==> src/source/cache_pkg.sv <==
`default_nettype none

package cache_pkg;

    // address and data geometry
    localparam int addr_bits      = 32;
    localparam int word_bits      = 32;
    localparam int offset_bits    = 4;
    localparam int words_per_line = 4;
    localparam int line_bits      = 128;

    typedef enum logic
    {
        op_read  = 1'b0,
        op_write = 1'b1
    } op_t;

    // controller states
    typedef enum logic [2:0]
    {
        s_idle      = 3'd0,
        s_lookup    = 3'd1,
        s_write     = 3'd2,
        s_writeback = 3'd3,
        s_replace   = 3'd4,
        s_refill    = 3'd5
    } cache_state_t;

    // cpu request as held by the cpu until addr_ok
    typedef struct packed
    {
        op_t                      op;
        logic [addr_bits-1:0]     addr;
        logic [word_bits/8-1:0]   wstrb;
        logic [word_bits-1:0]     wdata;
    } cpu_req_t;

    // one full-line write-back transfer
    typedef struct packed
    {
        logic [addr_bits-1:0]     addr;
        logic [line_bits-1:0]     data;
    } mem_wr_t;

    // tag store result, victim_tag is left-aligned
    typedef struct packed
    {
        logic                     hit;
        logic                     hit_way;
        logic                     victim_way;
        logic                     victim_dirty;
        logic [addr_bits-1:0]     victim_tag;
    } lookup_t;

endpackage

`default_nettype wire
==> src/source/cache_ctrl.sv <==
`default_nettype none

module cache_ctrl #(
    parameter int index_bits = 8
) (
    input  wire                                clk,
    input  wire                                resetn,
    input  wire                                valid,
    input  wire cache_pkg::cpu_req_t           req,
    output logic                               addr_ok,
    output logic                               data_ok,
    output logic                               rd_req,
    output logic [cache_pkg::addr_bits-1:0]    rd_addr,
    input  wire                                rd_rdy,
    input  wire                                ret_valid,
    input  wire                                ret_last,
    output logic                               wr_req,
    output logic [cache_pkg::addr_bits-1:0]    wr_addr,
    input  wire                                wr_rdy,
    input  wire cache_pkg::lookup_t            look,
    output logic [index_bits-1:0]              tag_index,
    output logic [cache_pkg::addr_bits-index_bits-cache_pkg::offset_bits-1:0] tag_value,
    output logic                               refill_done,
    output logic                               touch,
    output logic                               touch_dirty,
    output cache_pkg::cpu_req_t                buf_req,
    output logic                               sel_way,
    output logic                               store_we,
    output logic                               beat_we,
    output logic [$clog2(cache_pkg::words_per_line)-1:0] beat_cnt
);
    import cache_pkg::*;

    localparam int tag_bits = addr_bits - index_bits - offset_bits;

    cache_state_t           state;
    cache_state_t           state_next;
    logic                   way_q;
    logic                   last_beat;
    logic [index_bits-1:0]  buf_index;

    assign buf_index = buf_req.addr[offset_bits +: index_bits];
    assign last_beat = ret_valid && ret_last;

    always_ff @(posedge clk)
    begin
        if (!resetn)
            state <= s_idle;
        else
            state <= state_next;
    end

    always_comb
    begin
        state_next = state;
        case (state)
            s_idle:
                if (valid)
                    state_next = s_lookup;
            s_lookup:
                if (look.hit)
                    state_next = (buf_req.op == op_write) ? s_write : s_idle;
                else if (look.victim_dirty)
                    state_next = s_writeback;
                else
                    state_next = s_replace;
            s_writeback:
                if (wr_rdy)
                    state_next = s_replace;
            s_replace:
                if (rd_rdy)
                    state_next = s_refill;
            s_refill:
                if (last_beat)
                    state_next = (buf_req.op == op_write) ? s_write : s_idle;
            default:
                state_next = s_idle;
        endcase
    end

    // request buffer, loaded on the addr_ok edge
    always_ff @(posedge clk)
    begin
        if (addr_ok)
            buf_req <= req;
    end

    // way chosen at lookup, kept for store, writeback and refill
    always_ff @(posedge clk)
    begin
        if (!resetn)
            way_q <= 1'b0;
        else if (state == s_lookup)
            way_q <= look.hit ? look.hit_way : look.victim_way;
    end

    always_ff @(posedge clk)
    begin
        if (!resetn)
            beat_cnt <= '0;
        else if (beat_we)
            beat_cnt <= ret_last ? '0 : beat_cnt + 1'b1;
    end

    // tag store is read with the incoming address while idle
    assign tag_index = (state == s_idle) ? req.addr[offset_bits +: index_bits] : buf_index;
    assign tag_value = (state == s_idle) ? req.addr[addr_bits-1 -: tag_bits]
                                         : buf_req.addr[addr_bits-1 -: tag_bits];

    assign sel_way = (state == s_lookup) ? (look.hit ? look.hit_way : look.victim_way) : way_q;

    assign addr_ok     = (state == s_idle) && valid;
    assign data_ok     = ((state == s_lookup) && look.hit) || ((state == s_refill) && last_beat);
    assign refill_done = (state == s_refill) && last_beat;
    assign touch       = ((state == s_lookup) && look.hit) || (state == s_write);
    assign touch_dirty = (buf_req.op == op_write);
    assign store_we    = (state == s_write);
    assign beat_we     = (state == s_refill) && ret_valid;

    // memory side, both addresses line aligned
    assign rd_req  = (state == s_replace);
    assign wr_req  = (state == s_writeback);
    assign rd_addr = {buf_req.addr[addr_bits-1:offset_bits], {offset_bits{1'b0}}};
    assign wr_addr = {look.victim_tag[addr_bits-1 -: tag_bits], buf_index, {offset_bits{1'b0}}};

    a_req_excl: assert property (@(posedge clk) disable iff (!resetn)
        !(rd_req && wr_req));

    a_data_ok_state: assert property (@(posedge clk) disable iff (!resetn)
        data_ok |-> (state == s_lookup || state == s_refill));

endmodule

`default_nettype wire

==> config.mk <==
export PLATFORM = sky130hd
export DESIGN_NAME = cache_ctrl
export DESIGN_NICKNAME = d
export VERILOG_FILES = /design/src/source/cache_pkg.sv /design/src/source/cache_ctrl.sv
export SDC_FILE = /design/constraint.sdc
export NUM_CORES = 1
export LEC_CHECK = 0
export BUFFER_PORTS_ARGS = -buffer_cell sky130_fd_sc_hd__buf_4
export CAP_MARGIN = 20
export CORE_AREA = 4 4 108 110
export DETAILED_ROUTE_END_ITERATION = 7
export DIE_AREA = 0 0 112 114
export PLACE_DENSITY = 0.78
export SLEW_MARGIN = 30
export SYNTH_ARGS = -nofsm -noshare
export SYNTH_HDL_FRONTEND = slang
export SYNTH_SLANG_ARGS = --single-unit
==> constraint.sdc <==
create_clock -name clk -period 3.75 [get_ports clk]
set_clock_uncertainty 0.05 [all_clocks]
set_input_delay 0 -clock clk [delete_from_list [all_inputs] [get_ports clk]]
set_output_delay 0 -clock clk [all_outputs]
set_load 0.01 [all_outputs]
==> impl_metrics.csv <==
group,metric,value,unit
detailed_routing,ant_nets,0,
worst_hold_path,hp-class,"input pin to flop",
timing,timing_worst_slew_pin_value,917,ps
cells_and_area,drive_above_1_share,55.0,%
logic_synthesis,synthAdderAreaFrac,0,%
worst_setup_path,cp_top_family,"simple AND/OR/NAND/NOR gates",
worst_setup_path,crit_chain,"nor3_2, and2_4, buf_4",
power_and_ir_drop,powerDensity,470,mW/mm²
worst_setup_path,reg2reg_depth,2,
worst_hold_path,min_from,"ret_valid",
worst_setup_path,rrSetupSlack,1770,ps
detailed_routing,avgRoutedWirePerCell,16.4,µm
logic_synthesis,synth_cells,224,
power_and_ir_drop,p_leak,2.56,nW
detailed_routing,drc,0,
placed_design,gp_congestion,0.816,
worst_setup_path,crit_required,3700,ps
timing,min_period,2200,ps
logic_synthesis,synth_area_leaders,"edfxtp_1 (62%), buf_4 (15%), mux2_2 (9.5%), dfxtp_1 (3.6%), a21oi_1 (0.75%)",
global_routing,grt_pass1_vias,2880,
worst_setup_path,path_max_fanout,70,
worst_setup_path,start_kind,"flop",
timing,slew_violations,0,
logic_synthesis,yosysWarningCount,0,
detailed_routing,dr_total_vias,2733,
global_routing,grt_usage,15.4,%
timing,rsz0062_at_grt,"no",
logic_synthesis,synth_seq_cells,75,
logic_synthesis,post_synth_and_or_nand_nor_area_fraction,4.05,%
clocking,root_buffer,"clkbuf_8",
detailed_routing,dr.first_iter.drc_count,80,
worst_setup_path,crit_type,"flop to output port",
worst_setup_path,worstPathArrival,2150,ps
worst_setup_path,timing.rr.start,"state[2]",
global_routing,grt_max_degree,71,
cells_and_area,nets,600,
floorplan,die_h,114,µm
worst_setup_path,r2r-end,"buf_req[12]",
logic_synthesis,synth_mux_area_share,10.1,%
timing,slew-limit-headroom,38.9,%
cells_and_area,syn2layout_area_growth,75.2,%
floorplan,rows,38,
timing,fmax,454,MHz
placed_design,portBuffers,224,
detailed_routing,wl,10400,µm
floorplan,start_util,31.2,%
global_routing,grt-ovfl-total,0,
outcome,status,"finished, final reports clean",
power_and_ir_drop,ir_drop,0.233,mV
detailed_routing,first_pass_iters,4,
worst_setup_path,worst-path-buf-inv,1,
clocking,numCtsBuffers,9,
floorplan,io_pins,285,
logic_synthesis,netlist_area,0.00333,mm²
placed_design,hpwl,6670,µm
worst_hold_path,holdPathStages,4,
floorplan,coreArea,0.0107,mm²
cells_and_area,antenna-diode-count,0,
timing,setup-tns-final,0,ps
global_routing,antenna_found_initial,0,
worst_setup_path,cp-end-kind,"output port",
worst_hold_path,min_to,"beat_cnt[0]",
logic_synthesis,synth_compound_area_share,3.57,%
clocking,clk_pin_slew,70,ps
clocking,cts.sinks,75,
logic_synthesis,synth_top_area_cell,"edfxtp_1",
power_and_ir_drop,finalPower,2.75,mW
timing,setup-violations-final,0,
logic_synthesis,yosysSeqAreaShare,65.8,%
logic_synthesis,synth_top_family_by_area,"buffers and inverters",
timing,timing.final.crit_share,58.8,%
logic_synthesis,avgSynthCellArea,14.9,µm²
floorplan,die_x,112,µm
cells_and_area,final_common_cell,"buf_4",
global_routing,grt_pass1_wl,15200,µm
logic_synthesis,synth.distinct_cells,28,
logic_synthesis,netlist.area_leader.share,62.2,%
detailed_routing,routed_via_density,4.32,
logic_synthesis,synth-xor-area-share,0,%
clocking,tritoncts,"done",
worst_setup_path,max_stage_delay,770,ps
worst_setup_path,critPathSlowestCell,"and2_4",
run,drv_cap,0,
clocking,cts_buffer_depth,2,
floorplan,die_area,0.0128,mm²
cells_and_area,final_cell_mix,"buf_4 (225), dlygate4sd3_1 (92), edfxtp_1 (69), mux2_2 (28), clkbuf_8 (9)",
clocking,cts_resized,0,
clocking,clk_latency,340,ps
clocking,cts_max_level,3,
timing,hold_viol,0,
kinds of logic (layout without fill, tap and decap cells):
group           count (synthesis)  in the layout
simple gates                   23             23
buf+inv                        76            338
compound gates                 19             19
flops                          75             75
other cells                     1              8
mux                            30             30
worst register-to-register path: stages (launching register included):
cell and delay, ps:
dfxtp_1 480, nor3_2 270, and2_4 770
per-stage QoR:
| stage | area, µm² | instances | hold slack (ps) | setup slack, ps | utilization (%) |
|---|---|---|---|---|---|
| after global placement | 4700 | 525 | -49.9 | 1820 | 44.0 |
| after detailed placement | 4700 | 525 | -49.9 | 1780 | 44.0 |
| after CTS | 5840 | 633 | 33.1 | 1510 | 54.6 |
| after global routing | 5840 | 633 | 79.9 | 1380 | 54.6 |
| final | 5840 | 633 | 63.5 | 1550 | 54.6 |
| after floorplan | 3360 | 231 | 41.8 | 646 | - |
final cells by class:
type	count	area (µm²)
Clock buffer	11	131
Sequential cell	75	2190
Clock inverter	5	85.1
Timing Repair Buffer	317	2610
Tap cell	140	175
Fill cell	839	4860
Inverter	5	18.8
Multi-Input combinational cell	80	627
per-layer routing:
layer	up-vias	routed length [µm]	GRT usage [%]
li1	1264	-	-
met1	1273	3670	15.9
met2	180	5700	29.3
met3	16	814	3.61
met4	0	229	7.45
met5	-	0	0
repair_timing:
action                    4_1_cts  5_1_grt
hold endpoints to repair       94        0
buffers inserted                0        0
hold buffers                   92        0
cells in the mapped netlist, drive strengths merged:
cell type  count
inv            5
and3b          1
and2           3
buf           71
edfxtp        69
dfxtp          6
conb           1
nand2b         1
o221a          1
nand2          3
a221oi         1
a21oi          5
nor3b          2
nor2           6
a31oi          3
nor4b          1
mux2i          2
nor3           4
mux2          28
a21o           2
nor4bb         1
nand4b         1
o21ai          5
o21a           2
registers in the layout, indices dropped and copies added, names as in the netlist:
signal,cells
state,3
buf_req,68
touch_dirty,1
way_q,1
beat_cnt,2
worst max-delay path by stage:
stage	start	to	slack, ps	cells after the start
after floorplan	state[2]	buf_req[0]	650	4
after global placement	state[2]	buf_req[47]	1820	2
after detailed placement	state[2]	buf_req[15]	1780	2
after CTS	state[2]	addr_ok	1510	3
after global routing	state[2]	addr_ok	1380	3
final	state[2]	addr_ok	1550	3
power by group:
part	total, mW	internal (mW)	leakage (nW)	switching [mW]
clock network	0.683	0.379	0.104	0.304
registers	1.13	1.06	0.701	0.0746
logic	0.932	0.512	1.75	0.420
No activity file was read; power rests on OpenSTA's default activity.
